File: config.mk
export PLATFORM = sky130hd
export DESIGN_NAME = axi_noc_slave
export DESIGN_NICKNAME = d
export VERILOG_FILES = /design/src/source/axi_noc_pkg.sv /design/src/source/vc_rd_if.sv /design/src/source/axi_noc_slave.sv /design/src/source/axi_rd_ctrl.sv /design/src/source/axi_wr_ctrl.sv /design/src/source/vc_rx_buffers.sv /design/src/source/ot_fifo.sv
export VERILOG_INCLUDE_DIRS = /design/src /design/src/source
export SDC_FILE = /design/constraint.sdc
export NUM_CORES = 1
export LEC_CHECK = 0
export BUFFER_PORTS_ARGS = -buffer_cell sky130_fd_sc_hd__buf_2
export CORE_ASPECT_RATIO = 0.75
export CORE_UTILIZATION = 45
export DETAILED_ROUTE_END_ITERATION = 10
export GPL_TIMING_DRIVEN = 0
export SLEW_MARGIN = 0
export SYNTH_ARGS = -nofsm -noshare
export SYNTH_HDL_FRONTEND = slang
export SYNTH_HIERARCHICAL = 1
export SYNTH_SLANG_ARGS = --single-unit
File: constraint.sdc
create_clock -name clk_axi -period 6 [get_ports clk_axi]
set_input_delay 1.2 -clock clk_axi [delete_from_list [all_inputs] [get_ports clk_axi]]
set_output_delay 1.2 -clock clk_axi [all_outputs]
set_load 0.05 [all_outputs]
File: src/source/axi_noc_settings.svh
`ifndef AXI_NOC_SETTINGS_SVH
`define AXI_NOC_SETTINGS_SVH

// ************************************************************
// bus widths
// ************************************************************
`define AXI_NOC_DATA_W    32
`define AXI_NOC_ID_W      4
// only the low address bits are decoded
`define AXI_NOC_ADDR_W    16

// channels and queue depths
`define AXI_NOC_NUM_VC    2
`define AXI_NOC_OT_WR     4
`define AXI_NOC_OT_RD     4
`define AXI_NOC_RX_DEPTH  8

// window bases, one 8-byte slot per channel
`define AXI_NOC_WR_BASE   16'h1000
`define AXI_NOC_RD_BASE   16'h2000

`endif
File: src/source/axi_noc_pkg.sv
`default_nettype none
`include "axi_noc_settings.svh"

package axi_noc_pkg;

  // burst encodings
  localparam logic [1:0] BURST_FIXED = 2'b00;
  localparam logic [1:0] BURST_INCR  = 2'b01;

  // response codes
  localparam logic [1:0] RESP_OKAY   = 2'b00;
  localparam logic [1:0] RESP_SLVERR = 2'b10;

  typedef logic [$clog2(`AXI_NOC_NUM_VC)-1:0] vc_id_t;
  typedef logic [`AXI_NOC_DATA_W-1:0]          flit_t;

  // queued address request
  typedef struct packed {
    vc_id_t                   vc;
    logic [7:0]               len;
    logic [`AXI_NOC_ID_W-1:0] id;
    logic                     error;
  } ot_entry_t;

  // queued write response
  typedef struct packed {
    logic [`AXI_NOC_ID_W-1:0] id;
    logic                     error;
  } wr_resp_t;

  // aligned slot inside the window, channel below channel count
  function automatic logic win_hit(input logic [`AXI_NOC_ADDR_W-1:0] addr,
                                   input logic [`AXI_NOC_ADDR_W-1:0] base);
    logic [`AXI_NOC_ADDR_W-1:0] offs;
    offs = addr - base;
    return (addr >= base) && (offs[2:0] == 3'b000) &&
           ((offs >> 3) < `AXI_NOC_ADDR_W'(`AXI_NOC_NUM_VC));
  endfunction

  // slot index inside the window
  function automatic vc_id_t win_vc(input logic [`AXI_NOC_ADDR_W-1:0] addr,
                                    input logic [`AXI_NOC_ADDR_W-1:0] base);
    logic [`AXI_NOC_ADDR_W-1:0] offs;
    offs = addr - base;
    return offs[3 +: $bits(vc_id_t)];
  endfunction

endpackage

`default_nettype wire

File: src/source/vc_rd_if.sv
`timescale 1ns/1ps
`default_nettype none
`include "axi_noc_settings.svh"

interface vc_rd_if;
  // channel picked by the read side
  logic [$clog2(`AXI_NOC_NUM_VC)-1:0] sel_vc;
  // takes one word from that channel this cycle
  logic                               pop;
  // head word of the selected channel
  logic [`AXI_NOC_DATA_W-1:0]         head_data;
  // one bit per channel
  logic [`AXI_NOC_NUM_VC-1:0]         empty;

  modport rd_ctrl (output sel_vc, output pop, input head_data, input empty);
  modport buffers (input sel_vc, input pop, output head_data, output empty);
endinterface

`default_nettype wire

File: src/source/axi_noc_slave.sv
`timescale 1ns/1ps
`default_nettype none
`include "axi_noc_settings.svh"

module axi_noc_slave
  import axi_noc_pkg::*;
(
  input  logic                       clk_axi,
  input  logic                       arst_axi,
  // write address
  input  logic                       awvalid_i,
  output logic                       awready_o,
  input  logic [`AXI_NOC_ADDR_W-1:0] awaddr_i,
  input  logic [`AXI_NOC_ID_W-1:0]   awid_i,
  input  logic [7:0]                 awlen_i,
  input  logic [2:0]                 awsize_i,
  input  logic [1:0]                 awburst_i,
  // write data
  input  logic                       wvalid_i,
  output logic                       wready_o,
  input  flit_t                      wdata_i,
  input  logic                       wlast_i,
  // write response
  output logic                       bvalid_o,
  input  logic                       bready_i,
  output logic [`AXI_NOC_ID_W-1:0]   bid_o,
  output logic [1:0]                 bresp_o,
  // read address
  input  logic                       arvalid_i,
  output logic                       arready_o,
  input  logic [`AXI_NOC_ADDR_W-1:0] araddr_i,
  input  logic [`AXI_NOC_ID_W-1:0]   arid_i,
  input  logic [7:0]                 arlen_i,
  input  logic [2:0]                 arsize_i,
  input  logic [1:0]                 arburst_i,
  // read data
  output logic                       rvalid_o,
  input  logic                       rready_i,
  output flit_t                      rdata_o,
  output logic [`AXI_NOC_ID_W-1:0]   rid_o,
  output logic [1:0]                 rresp_o,
  output logic                       rlast_o,
  // towards the router
  output logic                       pkt_out_valid_o,
  output vc_id_t                     pkt_out_vc_o,
  output flit_t                      pkt_out_data_o,
  input  logic                       pkt_out_ready_i,
  // from the router
  input  logic                       pkt_in_valid_i,
  input  vc_id_t                     pkt_in_vc_i,
  input  flit_t                      pkt_in_data_i,
  output logic                       pkt_in_ready_o
);
  // read controller to receive buffers
  vc_rd_if vc_rd ();

  // ************************************************************
  // write path
  // ************************************************************
  axi_wr_ctrl u_wr_ctrl (
    .clk_axi         (clk_axi),
    .arst_axi        (arst_axi),
    .awvalid_i       (awvalid_i),
    .awaddr_i        (awaddr_i),
    .awid_i          (awid_i),
    .awlen_i         (awlen_i),
    .awsize_i        (awsize_i),
    .awburst_i       (awburst_i),
    .awready_o       (awready_o),
    .wvalid_i        (wvalid_i),
    .wdata_i         (wdata_i),
    .wlast_i         (wlast_i),
    .wready_o        (wready_o),
    .bready_i        (bready_i),
    .bvalid_o        (bvalid_o),
    .bid_o           (bid_o),
    .bresp_o         (bresp_o),
    .pkt_out_valid_o (pkt_out_valid_o),
    .pkt_out_vc_o    (pkt_out_vc_o),
    .pkt_out_data_o  (pkt_out_data_o),
    .pkt_out_ready_i (pkt_out_ready_i)
  );

  // ************************************************************
  // read path
  // ************************************************************
  axi_rd_ctrl u_rd_ctrl (
    .clk_axi   (clk_axi),
    .arst_axi  (arst_axi),
    .arvalid_i (arvalid_i),
    .araddr_i  (araddr_i),
    .arid_i    (arid_i),
    .arlen_i   (arlen_i),
    .arsize_i  (arsize_i),
    .arburst_i (arburst_i),
    .arready_o (arready_o),
    .rready_i  (rready_i),
    .rvalid_o  (rvalid_o),
    .rdata_o   (rdata_o),
    .rid_o     (rid_o),
    .rresp_o   (rresp_o),
    .rlast_o   (rlast_o),
    .rd        (vc_rd)
  );

  // per-channel storage of incoming flits
  vc_rx_buffers u_rx_buffers (
    .clk_axi        (clk_axi),
    .arst_axi       (arst_axi),
    .pkt_in_valid_i (pkt_in_valid_i),
    .pkt_in_vc_i    (pkt_in_vc_i),
    .pkt_in_data_i  (pkt_in_data_i),
    .pkt_in_ready_o (pkt_in_ready_o),
    .rd             (vc_rd)
  );

endmodule

`default_nettype wire

File: src/source/axi_rd_ctrl.sv
`timescale 1ns/1ps
`default_nettype none
`include "axi_noc_settings.svh"

module axi_rd_ctrl
  import axi_noc_pkg::*;
(
  input  logic                       clk_axi,
  input  logic                       arst_axi,
  // read address
  input  logic                       arvalid_i,
  input  logic [`AXI_NOC_ADDR_W-1:0] araddr_i,
  input  logic [`AXI_NOC_ID_W-1:0]   arid_i,
  input  logic [7:0]                 arlen_i,
  input  logic [2:0]                 arsize_i,
  input  logic [1:0]                 arburst_i,
  output logic                       arready_o,
  // read data
  input  logic                       rready_i,
  output logic                       rvalid_o,
  output flit_t                      rdata_o,
  output logic [`AXI_NOC_ID_W-1:0]   rid_o,
  output logic [1:0]                 rresp_o,
  output logic                       rlast_o,
  // receive buffers
  vc_rd_if.rd_ctrl                   rd
);
  vc_id_t     ar_vc;
  logic       ar_ok;
  logic       ar_hs;
  ot_entry_t  ar_entry;
  ot_entry_t  rq_head;
  logic       rq_full;
  logic       rq_empty;
  logic       active_q;
  logic [7:0] beat_q;
  logic       r_hs;
  logic       r_done;

  // ************************************************************
  // address check against window and buffer state
  // ************************************************************
  assign arready_o = ~rq_full;
  assign ar_hs     = arvalid_i && arready_o;
  assign ar_vc     = win_vc(araddr_i, `AXI_NOC_RD_BASE);
  // empty channel at acceptance turns into an error
  assign ar_ok     = (arburst_i == BURST_INCR) && (arsize_i == 3'd2) &&
                     win_hit(araddr_i, `AXI_NOC_RD_BASE) && ~rd.empty[ar_vc];

  always_comb begin
    ar_entry.vc    = ar_vc;
    ar_entry.len   = arlen_i;
    ar_entry.id    = arid_i;
    ar_entry.error = ~ar_ok;
  end

  ot_fifo #(
    .item_t (ot_entry_t),
    .DEPTH  (`AXI_NOC_OT_RD)
  ) u_rd_queue (
    .clk_axi     (clk_axi),
    .arst_axi    (arst_axi),
    .push_i      (ar_hs),
    .push_data_i (ar_entry),
    .pop_i       (r_done),
    .head_o      (rq_head),
    .full_o      (rq_full),
    .empty_o     (rq_empty)
  );

  // ************************************************************
  // beat sequencing
  // ************************************************************
  // head channel drives the buffer mux
  assign rd.sel_vc = rq_head.vc;

  // error entry gives a single zero beat
  assign rvalid_o = active_q && (rq_head.error || ~rd.empty[rq_head.vc]);
  assign rlast_o  = rvalid_o && (rq_head.error || (beat_q == rq_head.len));
  assign rdata_o  = rq_head.error ? '0 : rd.head_data;
  assign rid_o    = rq_head.id;
  assign rresp_o  = rq_head.error ? RESP_SLVERR : RESP_OKAY;

  assign r_hs   = rvalid_o && rready_i;
  assign r_done = r_hs && rlast_o;
  // buffer word leaves with each accepted data beat
  assign rd.pop = r_hs && ~rq_head.error;

  // active a cycle after the queue fills, one idle cycle after rlast
  always_ff @(posedge clk_axi or posedge arst_axi) begin
    if (arst_axi) begin
      active_q <= 1'b0;
      beat_q   <= '0;
    end else begin
      if (r_done) begin
        active_q <= 1'b0;
        beat_q   <= '0;
      end else begin
        if (~rq_empty) begin
          active_q <= 1'b1;
        end
        if (r_hs) begin
          beat_q <= beat_q + 1'b1;
        end
      end
    end
  end

endmodule

`default_nettype wire

File: src/source/axi_wr_ctrl.sv
`timescale 1ns/1ps
`default_nettype none
`include "axi_noc_settings.svh"

module axi_wr_ctrl
  import axi_noc_pkg::*;
(
  input  logic                       clk_axi,
  input  logic                       arst_axi,
  // write address
  input  logic                       awvalid_i,
  input  logic [`AXI_NOC_ADDR_W-1:0] awaddr_i,
  input  logic [`AXI_NOC_ID_W-1:0]   awid_i,
  input  logic [7:0]                 awlen_i,
  input  logic [2:0]                 awsize_i,
  input  logic [1:0]                 awburst_i,
  output logic                       awready_o,
  // write data
  input  logic                       wvalid_i,
  input  flit_t                      wdata_i,
  input  logic                       wlast_i,
  output logic                       wready_o,
  // write response
  input  logic                       bready_i,
  output logic                       bvalid_o,
  output logic [`AXI_NOC_ID_W-1:0]   bid_o,
  output logic [1:0]                 bresp_o,
  // packet output
  output logic                       pkt_out_valid_o,
  output vc_id_t                     pkt_out_vc_o,
  output flit_t                      pkt_out_data_o,
  input  logic                       pkt_out_ready_i
);
  logic      aw_ok;
  logic      aw_hs;
  ot_entry_t aw_entry;
  ot_entry_t wq_head;
  logic      wq_full;
  logic      wq_empty;
  logic      w_open;
  logic      w_done;
  wr_resp_t  rsp_in;
  wr_resp_t  rsp_head;
  logic      rsp_full;
  logic      rsp_empty;

  // ************************************************************
  // address check, every handshake queues an entry
  // ************************************************************
  assign awready_o = ~wq_full;
  assign aw_hs     = awvalid_i && awready_o;
  assign aw_ok     = (awburst_i == BURST_INCR) && (awsize_i == 3'd2) &&
                     win_hit(awaddr_i, `AXI_NOC_WR_BASE);

  always_comb begin
    aw_entry.vc    = win_vc(awaddr_i, `AXI_NOC_WR_BASE);
    aw_entry.len   = awlen_i;
    aw_entry.id    = awid_i;
    aw_entry.error = ~aw_ok;
  end

  ot_fifo #(
    .item_t (ot_entry_t),
    .DEPTH  (`AXI_NOC_OT_WR)
  ) u_wr_queue (
    .clk_axi     (clk_axi),
    .arst_axi    (arst_axi),
    .push_i      (aw_hs),
    .push_data_i (aw_entry),
    .pop_i       (w_done),
    .head_o      (wq_head),
    .full_o      (wq_full),
    .empty_o     (wq_empty)
  );

  // ************************************************************
  // data beats
  // ************************************************************
  // burst open and room left for its response
  assign w_open = ~wq_empty && ~rsp_full;

  // error bursts sink their beats
  assign wready_o        = w_open && (wq_head.error || pkt_out_ready_i);
  assign pkt_out_valid_o = w_open && ~wq_head.error && wvalid_i;
  assign pkt_out_vc_o    = wq_head.vc;
  assign pkt_out_data_o  = wdata_i;

  // last beat closes the burst
  assign w_done = wvalid_i && wready_o && wlast_i;

  // ************************************************************
  // responses, in wlast order
  // ************************************************************
  always_comb begin
    rsp_in.id    = wq_head.id;
    rsp_in.error = wq_head.error;
  end

  ot_fifo #(
    .item_t (wr_resp_t),
    .DEPTH  (`AXI_NOC_OT_WR)
  ) u_rsp_queue (
    .clk_axi     (clk_axi),
    .arst_axi    (arst_axi),
    .push_i      (w_done),
    .push_data_i (rsp_in),
    .pop_i       (bvalid_o && bready_i),
    .head_o      (rsp_head),
    .full_o      (rsp_full),
    .empty_o     (rsp_empty)
  );

  assign bvalid_o = ~rsp_empty;
  assign bid_o    = rsp_head.id;
  assign bresp_o  = rsp_head.error ? RESP_SLVERR : RESP_OKAY;

endmodule

`default_nettype wire

File: src/source/vc_rx_buffers.sv
`timescale 1ns/1ps
`default_nettype none
`include "axi_noc_settings.svh"

module vc_rx_buffers
  import axi_noc_pkg::*;
(
  input  logic     clk_axi,
  input  logic     arst_axi,
  input  logic     pkt_in_valid_i,
  input  vc_id_t   pkt_in_vc_i,
  input  flit_t    pkt_in_data_i,
  output logic     pkt_in_ready_o,
  vc_rd_if.buffers rd
);
  logic [`AXI_NOC_NUM_VC-1:0] buf_full;
  logic [`AXI_NOC_NUM_VC-1:0] buf_empty;
  logic [`AXI_NOC_NUM_VC-1:0] buf_push;
  logic [`AXI_NOC_NUM_VC-1:0] buf_pop;
  flit_t                      buf_head [`AXI_NOC_NUM_VC];

  // back-pressure from the addressed buffer only
  assign pkt_in_ready_o = ~buf_full[pkt_in_vc_i];

  // read side sees the selected head
  assign rd.head_data = buf_head[rd.sel_vc];
  assign rd.empty     = buf_empty;

  // ************************************************************
  // one receive buffer per channel
  // ************************************************************
  for (genvar i = 0; i < `AXI_NOC_NUM_VC; i++) begin : gen_vc_buf
    // steer flit by channel tag
    assign buf_push[i] = pkt_in_valid_i && pkt_in_ready_o && (pkt_in_vc_i == vc_id_t'(i));
    assign buf_pop[i]  = rd.pop && (rd.sel_vc == vc_id_t'(i));

    ot_fifo #(
      .item_t (flit_t),
      .DEPTH  (`AXI_NOC_RX_DEPTH)
    ) u_rx_buf (
      .clk_axi     (clk_axi),
      .arst_axi    (arst_axi),
      .push_i      (buf_push[i]),
      .push_data_i (pkt_in_data_i),
      .pop_i       (buf_pop[i]),
      .head_o      (buf_head[i]),
      .full_o      (buf_full[i]),
      .empty_o     (buf_empty[i])
    );
  end

endmodule

`default_nettype wire

File: src/source/ot_fifo.sv
`timescale 1ns/1ps
`default_nettype none

module ot_fifo
  import axi_noc_pkg::*;
#(
  parameter type item_t = flit_t,
  parameter int  DEPTH  = 4
) (
  input  logic  clk_axi,
  input  logic  arst_axi,
  input  logic  push_i,
  input  item_t push_data_i,
  input  logic  pop_i,
  output item_t head_o,
  output logic  full_o,
  output logic  empty_o
);
  localparam int PTR_W = (DEPTH > 1) ? $clog2(DEPTH) : 1;
  localparam int CNT_W = $clog2(DEPTH + 1);

  item_t            mem [DEPTH];
  logic [PTR_W-1:0] wr_ptr;
  logic [PTR_W-1:0] rd_ptr;
  logic [CNT_W-1:0] count;
  logic             do_push;
  logic             do_pop;

  // push ignored when full, pop ignored when empty
  assign full_o  = (count == CNT_W'(DEPTH));
  assign empty_o = (count == '0);
  assign do_push = push_i && !full_o;
  assign do_pop  = pop_i && !empty_o;
  assign head_o  = mem[rd_ptr];

  // storage
  always_ff @(posedge clk_axi) begin
    if (do_push) begin
      mem[wr_ptr] <= push_data_i;
    end
  end

  // pointers wrap at depth, count tracks fill
  always_ff @(posedge clk_axi or posedge arst_axi) begin
    if (arst_axi) begin
      wr_ptr <= '0;
      rd_ptr <= '0;
      count  <= '0;
    end else begin
      if (do_push) begin
        wr_ptr <= (wr_ptr == PTR_W'(DEPTH - 1)) ? '0 : wr_ptr + 1'b1;
      end
      if (do_pop) begin
        rd_ptr <= (rd_ptr == PTR_W'(DEPTH - 1)) ? '0 : rd_ptr + 1'b1;
      end
      case ({do_push, do_pop})
        2'b10:   count <= count + 1'b1;
        2'b01:   count <= count - 1'b1;
        default: count <= count;
      endcase
    end
  end

endmodule

`default_nettype wire

==> out/qor.csv, run 1 <==
metric,value,unit
outcome,"finished, final reports clean",
multi_input_area,0.00715,sq mm
arrival,3.38,ns
drive_gt1_share,40.2,%
htreeDepth,3,
hold_start,u_wr_ctrl/u_wr_queue/count[2]$_DFFE_PP0P_,
maxCapViolCount,0,
area_growth,17.4,%
grt_max_degree,22,
hp-class,reg2reg,
grt.overflow.total,0,
leakage,11.3,nW
fin_tns_setup,0,ns
die_h,216,microns
rows,78,
seqPwrFrac,37.7,%
p_switching,5.23,mW
fillCellCount,4754,
die_x,287,microns
dp.cells,2371,
seqCellArea,0.0196,sq mm
route.detailed.drc,0,
netSwitchingFraction,33.2,%
path_clk_slew,0.06,ns
drt_iter0_drc,859,
synth_cells,1338,
syn-num-nets,1518,
post_cts_resize_count,0,
post-cts-setup-buffers,0,
worstPathMaxFanout,10,
clk_latency,0.60,ns
diodes,0,
ios,226,
final_common_cell,edfxtp_1,
dieArea,0.0621,sq mm
cts_sinks,662,
avgViaCountPerCell,5.45,
coreArea,0.0604,sq mm
start_util,45.5,%
final_cell_count_no_fill,2492,
vias,13600,
finClkSkew,0.0154,ns
setup_viol,0,
r2r_slack,1.81,ns
p_clk_share,26.1,%
avgRoutedWirePerCell,23.5,microns
avgSynthCellArea,20.6,sq um
finalHoldViolCount,0,
grt_antenna_before_repair,2,
powerDensity,488,mW/mm^2
p_int,10.5,mW
wl,58600,microns
fin_crit_sh,76.4,%
final_cell_mix,"edfxtp_1 (612), buf_2 (197), mux4_2 (141)",
grt_pass1_vias,13800,
startpoint,u_rx_buffers/gen_vc_buf[1].u_rx_buf/rd_ptr[1]$_DFFE_PP0P_,
slew_headroom,29.6,%
fin_crit,4.58,ns
critPathRequiredTime,4.80,ns
dp_hpwl,39600,microns
timing.rr.start,u_rd_ctrl/u_rd_queue/rd_ptr[0]$_DFFE_PP0P_,
cts_buffer_depth,3,
numCtsBuffers,67,
grt_pass1_wl,87500,microns
drv_slew,0,
path_class,reg2out,
start_kind,register,
timing.fmax,0.218,GHz
layout.nets,1820,
tritoncts,built,
synth_warnings,6,
antenna_left,0,
clock-root-buffer,clkbuf_16,
netlist_area,0.0275,sq mm
power_frac_comb,36.2,%
portBuffers,183,
track_usage,19.3,%
gp_congestion,0.742,
peakVddDrop,248,uV
rsz0062_at_grt,false,
worstMarginPinSlew,1.05,ns
end_kind,primary output,
ctsHoldBuffers,0,
fin_total_pwr,15.8,mW
drtPass1Iterations,5,
[routing by layer]
metal / wire (microns) / track usage, % / up-vias
li1: - / - / 5982
met1: 26900 / 28.1 / 7173
met2: 27300 / 29.8 / 331
met3: 3180 / 3.96 / 98
met4: 1230 / 4.96 / 4
met5: 27 / 0 / -
[final timing paths]
kind | cells after the start | end
max reg2reg | 14 | u_rx_buffers/gen_vc_buf[0].u_rx_buf/count[3]$_DFFE_PP0P_
min | 1 | u_wr_ctrl/u_wr_queue/count[2]$_DFFE_PP0P_
max | 7 | rdata_o[23]
min reg2reg | 1 | u_wr_ctrl/u_wr_queue/count[2]$_DFFE_PP0P_
min in group asynchronous | 2 | u_wr_ctrl/u_wr_queue/rd_ptr[0]$_DFFE_PP0P_
max in group asynchronous | 2 | u_rx_buffers/gen_vc_buf[1].u_rx_buf/rd_ptr[1]$_DFFE_PP0P_
[power groups by stage]
| stage | combinational (mW) | sequential [mW] | clock [mW] |
|---|---|---|---|
| floorplan | 4.27 | 5.96 | 0 |
| global placement | 5.59 | 6.05 | 0 |
| detailed placement | 5.79 | 6.04 | 0 |
| CTS | 5.82 | 5.95 | 4.22 |
| global route | 6.13 | 6.00 | 4.39 |
| finish | 5.71 | 5.94 | 4.11 |
[final cells by class]
cell class              count  area share, %
well taps                 800           3.10
repair buffers            233           4.71
inverters                  46          0.535
clock buffers              91           5.54
flip-flops and latches    662           60.8
plain buffers              89           2.03
multi-input cells         541           22.1
clock inverters            30           1.17
[through the flow]
| stage | instance area (sq um) | setup slack, ns | hold WS (ns) | utilization, % |
|---|---|---|---|---|
| global placement | 29400 | -3.60 | 0.472 | 48.7 |
| global route | 32300 | 1.22 | 0.500 | 53.5 |
| floorplan | 27500 | 0.786 | 0.454 | - |
| CTS | 32300 | 1.31 | 0.486 | 53.5 |
| detailed placement | 30100 | 1.79 | 0.478 | 49.9 |
| finish | 32300 | 1.42 | 0.486 | 53.5 |
[registers in the layout, summed over array words and instances, names as in the netlist]
signal and count:
u_rd_ctrl/active_q 1, u_rd_ctrl/beat_q 8, u_rd_ctrl/u_rd_queue/count 3, u_rd_ctrl/u_rd_queue/mem 56, u_rd_ctrl/u_rd_queue/rd_ptr 2, u_rd_ctrl/u_rd_queue/wr_ptr 2, u_rx_buffers/gen_vc_buf.u_rx_buf/count 8, u_rx_buffers/gen_vc_buf.u_rx_buf/mem 512
u_rx_buffers/gen_vc_buf.u_rx_buf/rd_ptr 6, u_rx_buffers/gen_vc_buf.u_rx_buf/wr_ptr 6, u_wr_ctrl/u_rsp_queue/count 3, u_wr_ctrl/u_rsp_queue/mem 20, u_wr_ctrl/u_rsp_queue/rd_ptr 2, u_wr_ctrl/u_rsp_queue/wr_ptr 2, u_wr_ctrl/u_wr_queue/count 3, u_wr_ctrl/u_wr_queue/mem 24
u_wr_ctrl/u_wr_queue/rd_ptr 2, u_wr_ctrl/u_wr_queue/wr_ptr 2
[critical path: stages, from the launching register on]
cell and delay, ns:
dfrtp_1 0.36, buf_2 0.33, buf_1 0.72, mux4_2 0.41
mux2_2 0.32, mux2_4 0.27, nor2b_1 0.13, buf_2 0.24
Power figures use the tool's default switching activity.
==> run 2: changes to the inputs <==
--- a/config.mk
+++ b/config.mk
@@ -11,6 +11,7 @@
 export CORE_UTILIZATION = 45
 export DETAILED_ROUTE_END_ITERATION = 10
 export GPL_TIMING_DRIVEN = 0
+export PLACE_DENSITY = 0.65
 export SLEW_MARGIN = 0
 export SYNTH_ARGS = -nofsm -noshare
 export SYNTH_HDL_FRONTEND = slang
==> constraint.sdc (replaced) <==
create_clock -name clk_axi -period 3.75 [get_ports clk_axi]
set_input_delay 0.75 -clock clk_axi [delete_from_list [all_inputs] [get_ports clk_axi]]
set_output_delay 0.75 -clock clk_axi [all_outputs]
set_load 0.05 [all_outputs]
==> out/qor.csv, run 2 (same netlist as run 1, synthesis figures left out) <==
metric,value,unit,change
finalHoldViolCount,0,,unchanged
avgRoutedWirePerCell,23.4,microns,-0.71%
largest_register,u_rx_buffers/gen_vc_buf.u_rx_buf/mem,,
drive_gt1_share,41.6,%,+1.4 points
postPlaceCellArea,0.0302,sq mm,+0.16%
clock-root-buffer,clkbuf_16,,
worstPathMaxFanout,10,,unchanged
antenna_left,0,,unchanged
powerDensity,778,mW/mm^2,+59%
die_x,287,microns,unchanged
outcome,"finished, final reports clean",,
slew_headroom,32.9,%,+3.3 points
gp_congestion,0.735,,-0.86%
ctsHoldBuffers,0,,unchanged
layout.nets,1810,,-0.55%
avgViaCountPerCell,5.46,,about the same
grt.overflow.total,0,,unchanged
fin_area,0.0325,sq mm,+0.54%
worstMarginPinSlew,1.00,ns,-0.0436 ns
grt_pass1_wl,87900,microns,+0.56%
final_common_cell,edfxtp_1,,
drv_slew,0,,unchanged
leakage,11.3,nW,+0.39%
peakVddDrop,616,uV,+150%
maxCapViolCount,0,,unchanged
top_regs,"u_rx_buffers/gen_vc_buf.u_rx_buf/mem: 512 flops, u_rd_ctrl/u_rd_queue/mem: 56 flops, u_wr_ctrl/u_wr_queue/mem: 24 flops",,
start_util,45.5,%,unchanged
largest_register_ffs,512,,unchanged
path_class,reg2out,,
final_cell_mix,"edfxtp_1 (612), buf_2 (185), mux4_2 (143)",,
seqCellArea,0.0196,sq mm,about the same
dieArea,0.0621,sq mm,unchanged
p_switching,8.43,mW,+61%
p_clk_share,24.7,%,-1.4 points
rsz0062_at_grt,true,,
coreArea,0.0604,sq mm,unchanged
p_int,16.8,mW,+60%
track_usage,19.3,%,-0.048 points
cts_sinks,662,,unchanged
seqPwrFrac,37.8,%,about the same
area_growth,18.0,%,
vias,13500,,-0.35%
clk_latency,0.60,ns,about the same
timing.fmax,0.271,GHz,
wl,58000,microns,-1.1%
tritoncts,built,,
portBuffers,183,,unchanged
hp-class,in2async,,
die_h,216,microns,unchanged
netSwitchingFraction,33.4,%,+0.17 points
grt_pass1_vias,14000,,+1.6%
arrival,2.93,ns,-0.45 ns
route.detailed.drc,0,,unchanged
ios,226,,unchanged
fin_crit,3.68,ns,
numCtsBuffers,67,,unchanged
setup_viol,0,,unchanged
dp_hpwl,38600,microns,-2.5%
fillCellCount,4631,,-2.6%
path_clk_slew,0.06,ns,about the same
drtPass1Iterations,5,,unchanged
drt_iter0_drc,1019,,+19%
grt_antenna_before_repair,3,,+1
finClkSkew,0.0204,ns,+0.00498 ns
cts_buffer_depth,3,,unchanged
power_frac_comb,37.4,%,+1.2 points
htreeDepth,3,,unchanged
startpoint,u_rx_buffers/gen_vc_buf[0].u_rx_buf/rd_ptr[0]$_DFFE_PP0P_,,
end_kind,primary output,,
rows,78,,unchanged
fin_total_pwr,25.3,mW,+60%
critPathRequiredTime,3.00,ns,-1.80 ns
timing.rr.start,u_rd_ctrl/u_rd_queue/rd_ptr[0]$_DFFE_PP0P_,,
grt_max_degree,22,,unchanged
multi_input_area,0.00726,sq mm,+1.6%
fin_crit_sh,98.2,%,
start_kind,register,,
[run 2: cell type report]
cell class,count,share of cell area [%]
Antenna cell,1,0.00771
Buffer,87,2.34
Clock buffer,83,5.41
Clock inverter,37,0.883
Inverter,46,0.532
Multi-Input combinational cell,541,22.4
Sequential cell,662,60.5
Tap cell,800,3.08
Timing Repair Buffer,225,4.92
[run 2: path summary, 6_finish.rpt]
kind / end / slack (ns) / cells past startpoint
worst min register to register: u_rd_ctrl/u_rd_queue/count[2]$_DFFE_PP0P_ / 0.49 / 1
worst min-delay path: u_wr_ctrl/u_wr_queue/wr_ptr[1]$_DFFE_PP0P_ / 0.18 / 2
max in group asynchronous: u_rx_buffers/gen_vc_buf[1].u_rx_buf/rd_ptr[0]$_DFFE_PP0P_ / 3.17 / 2
worst max-delay path: rdata_o[29] / 0.07 / 7
min in group clk_axi: u_rd_ctrl/u_rd_queue/mem[2][8]$_DFFE_PP_ / 0.38 / 1
worst max register to register: u_rx_buffers/gen_vc_buf[1].u_rx_buf/count[3]$_DFFE_PP0P_ / 0.14 / 14
[run 2: metrics by stage]
step / setup slack [ns] / utilization (%) / hold slack (ns) / setup TNS, ns / instances
floorplan: -0.177 / - / 0.454 / -16.98 / 1338
global placement: -3.05 / 48.8 / 0.471 / -737.02 / 2321
detailed placement: -0.537 / 49.9 / 0.478 / -1.05 / 2354
CTS: -0.00336 / 53.6 / 0.156 / -0.00336 / 2478
global route: -0.0316 / 53.7 / 0.183 / -0.0672 / 2482
finish: 0.0665 / 53.7 / 0.180 / 0 / 2482
[run 2: power by group through the flow]
| stage | sequential (mW) | clock (mW) | combinational [mW] |
|---|---|---|---|
| 3_3_place_gp | 9.66 | 0 | 8.89 |
| 6_report | 9.56 | 6.25 | 9.46 |
| 3_5_place_dp | 9.70 | 0 | 9.27 |
| 5_1_grt | 9.65 | 6.71 | 10.1 |
| 4_1_cts | 9.56 | 6.41 | 9.46 |
| 2_1_floorplan | 9.54 | 0 | 6.83 |
[run 2: critical path, stage by stage (launching register included)]
cell	delay (ns)
dfrtp_2	0.42
buf_8	0.19
buf_6	0.22
mux4_2	0.53
mux2_2	0.28
mux2_2	0.32
nor2b_1	0.16
buf_2	0.21
[run 2: what timing repair did]
item | in CTS | in global routing
endpoints found under the hold margin | 0 | 0
endpoints found under the setup margin | 38 | 35
pin swaps | 3 | 4
setup buffers | 4 | 5
resized for setup | 48 | 20
[run 2: layer usage]
| layer | vias to the layer above | wire length [microns] | share of wire, % | global-route usage (%) |
|---|---|---|---|---|
| li1 | 5961 | - | - | - |
| met1 | 7165 | 26200 | 45 | 28.0 |
| met2 | 345 | 27800 | 48 | 29.8 |
| met3 | 65 | 3160 | 5.4 | 3.96 |
| met4 | 4 | 856 | 1.5 | 4.75 |
| met5 | - | 20 | 0.034 | 0 |
==> run 3: changes to the inputs <==
--- a/config.mk
+++ b/config.mk
@@ -11,7 +11,6 @@
 export CORE_UTILIZATION = 45
 export DETAILED_ROUTE_END_ITERATION = 10
 export GPL_TIMING_DRIVEN = 0
-export PLACE_DENSITY = 0.65
 export SLEW_MARGIN = 0
 export SYNTH_ARGS = -nofsm -noshare
 export SYNTH_HDL_FRONTEND = slang
==> constraint.sdc (replaced) <==
create_clock -name clk_axi -period 4.2 [get_ports clk_axi]
set_input_delay 0.84 -clock clk_axi [delete_from_list [all_inputs] [get_ports clk_axi]]
set_output_delay 0.84 -clock clk_axi [all_outputs]
set_load 0.05 [all_outputs]
==> out/qor.csv, run 3 (same netlist as run 1, synthesis figures left out) <==
metric,value,unit,change
die_h,216,microns,unchanged
cts_sinks,662,,unchanged
finalHoldViolCount,0,,unchanged
utilization,53.3,%,-0.42 points
fillCellCount,4698,,+1.4%
timing.fmax,0.247,GHz,
path_clk_slew,0.07,ns,about the same
setup_viol,0,,unchanged
setup_slack,0.145,ns,+0.0783 ns
seqCellArea,0.0196,sq mm,about the same
final_common_cell,edfxtp_1,,
ios,226,,unchanged
drtPass1Iterations,6,,+1
area_growth,17.1,%,
start_util,45.5,%,unchanged
reg2regPathDepth,14,,unchanged
drv_slew,0,,unchanged
slowest_stage,buf_1,,
grt_antenna_before_repair,2,,-1
grt_pass1_wl,86600,microns,-1.5%
outcome,"finished, final reports clean",,
end_kind,primary output,,
top_regs,"u_rx_buffers/gen_vc_buf.u_rx_buf/mem: 512 flops, u_rd_ctrl/u_rd_queue/mem: 56 flops, u_wr_ctrl/u_wr_queue/mem: 24 flops",,
dp_hpwl,38400,microns,-0.49%
finClkSkew,0.0267,ns,+0.00630 ns
track_usage,19.1,%,-0.17 points
die_x,287,microns,unchanged
antenna_left,0,,unchanged
largest_register,u_rx_buffers/gen_vc_buf.u_rx_buf/mem,,
tritoncts,built,,
wl,58000,microns,about the same
hp-class,in2async,,
powerDensity,695,mW/mm^2,-11%
p_switching,7.53,mW,-11%
path_class,reg2out,,
met1_usage,28.1,%,+0.045 points
worstMarginPinSlew,0.969,ns,-0.0345 ns
largest_register_ffs,512,,unchanged
met3_usage,3.46,%,-0.49 points
pre_cts_ws,-0.149,ns,+0.389 ns
drive_gt1_share,40.8,%,-0.81 points
start_kind,register,,
cp_cell_sequence,clkbuf_1 > buf_1 > mux2_2 > mux2_4 > nor2b_1 > buf_2,,
clk_latency,0.62,ns,+0.02 ns
p_clk_share,25.6,%,+0.9 points
fin_crit,4.06,ns,
clock-root-buffer,clkbuf_16,,
worstPathMaxFanout,10,,unchanged
arrival,3.22,ns,+0.29 ns
dieArea,0.0621,sq mm,unchanged
route.detailed.drc,0,,unchanged
grt.busiest_layer,met2,,
p_int,14.9,mW,-12%
layout.nets,1813,,+0.17%
htreeDepth,3,,unchanged
final_cell_mix,"edfxtp_1 (612), buf_2 (203), mux4_2 (141)",,
startpoint,u_rx_buffers/gen_vc_buf[1].u_rx_buf/rd_ptr[2]$_DFFE_PP0P_,,
multi_input_area,0.00717,sq mm,-1.3%
fin_crit_sh,96.6,%,
diodes,0,,-1
gp_congestion,0.744,,+1.2%
use_met2,29.7,%,-0.11 points
max_stage_delay,0.72,ns,+0.19 ns
critPathRequiredTime,3.36,ns,+0.36 ns
timing.rr.start,u_rd_ctrl/u_rd_queue/rd_ptr[0]$_DFFE_PP0P_,,
rsz0062_at_grt,true,,
rows,78,,unchanged
slew_headroom,35.0,%,+2.1 points
numCtsBuffers,67,,unchanged
leakage,11.2,nW,-0.82%
avgRoutedWirePerCell,23.3,microns,about the same
coreArea,0.0604,sq mm,unchanged
avgViaCountPerCell,5.42,,-0.58%
fin_tns_setup,0,ns,unchanged
portBuffers,183,,unchanged
grt_max_degree,23,,+4.5%
vias,13500,,-0.46%
maxCapViolCount,0,,unchanged
seqPwrFrac,38.0,%,+0.2 points
drt_iter0_drc,991,,-2.7%
power_frac_comb,36.4,%,-1.0 points
peakVddDrop,342,uV,-44%
netSwitchingFraction,33.6,%,+0.28 points
grt.overflow.total,0,,unchanged
grt_pass1_vias,13800,,-1.8%
cts_buffer_depth,3,,unchanged
[run 3: stage by stage]
step | hold slack, ns | total power [mW] | cell area (sq um) | instances
after CTS | 0.225 | 22.7 | 32200 | 2484
after global routing | 0.237 | 23.4 | 32200 | 2485
after floorplan | 0.454 | 14.6 | 27500 | 1338
final | 0.244 | 22.4 | 32200 | 2485
after global placement | 0.472 | 16.6 | 29400 | 2321
after detailed placement | 0.485 | 16.9 | 30100 | 2363
[run 3: what timing repair did]
item / CTS / global route
pin swaps: 0 / 1
hold buffers: 0 / 0
setup endpoints to repair: 11 / 10
gates resized for setup: 9 / 10
hold endpoints to repair: 0 / 0
cloned: 0 / 0
buffers inserted: 0 / 1
[run 3: power by group through the flow]
stage / registers, mW / logic [mW] / clock network (mW)
floorplan: 8.51 / 6.09 / 0
global placement: 8.63 / 7.98 / 0
detailed placement: 8.64 / 8.25 / 0
CTS: 8.50 / 8.29 / 5.88
global route: 8.58 / 8.72 / 6.15
finish: 8.50 / 8.16 / 5.73
[run 3: layout make-up]
class | count | area share, %
flip-flops and latches | 662 | 60.9
clock inverters | 39 | 1.09
repair buffers | 226 | 4.54
multi-input cells | 541 | 22.3
plain buffers | 89 | 2.09
well taps | 800 | 3.11
inverters | 46 | 0.536
clock buffers | 82 | 5.45
[run 3: final timing paths]
check                                                                                end  slack (ns)
max in group asynchronous       u_rx_buffers/gen_vc_buf[1].u_rx_buf/count[3]$_DFFE_PP0P_        3.53
worst max register to register  u_rx_buffers/gen_vc_buf[1].u_rx_buf/count[3]$_DFFE_PP0P_        0.17
worst min register to register                 u_wr_ctrl/u_wr_queue/count[2]$_DFFE_PP0P_        0.50
min in group clk_axi                           u_rd_ctrl/u_rd_queue/mem[1][12]$_DFFE_PP_        0.44
worst min-delay path                          u_rd_ctrl/u_rd_queue/wr_ptr[1]$_DFFE_PP0P_        0.24
worst max-delay path                                                          rdata_o[2]        0.14
[run 3: critical path, delay by kind of cell, from the launching register on]
kind	cells	cell delay (ns)
buffers and inverters	3	1.43
multiplexers	2	0.66
AND/OR/NAND/NOR	1	0.15
flip-flops	1	0.35
[run 3: metal layers]
layer	wire [microns]	vias to the layer above	part of all wire (%)
met5	20	-	0.034
li1	-	5976	-
met2	27500	321	47
met3	2600	79	4.5
met4	1060	4	1.8
met1	26900	7098	46
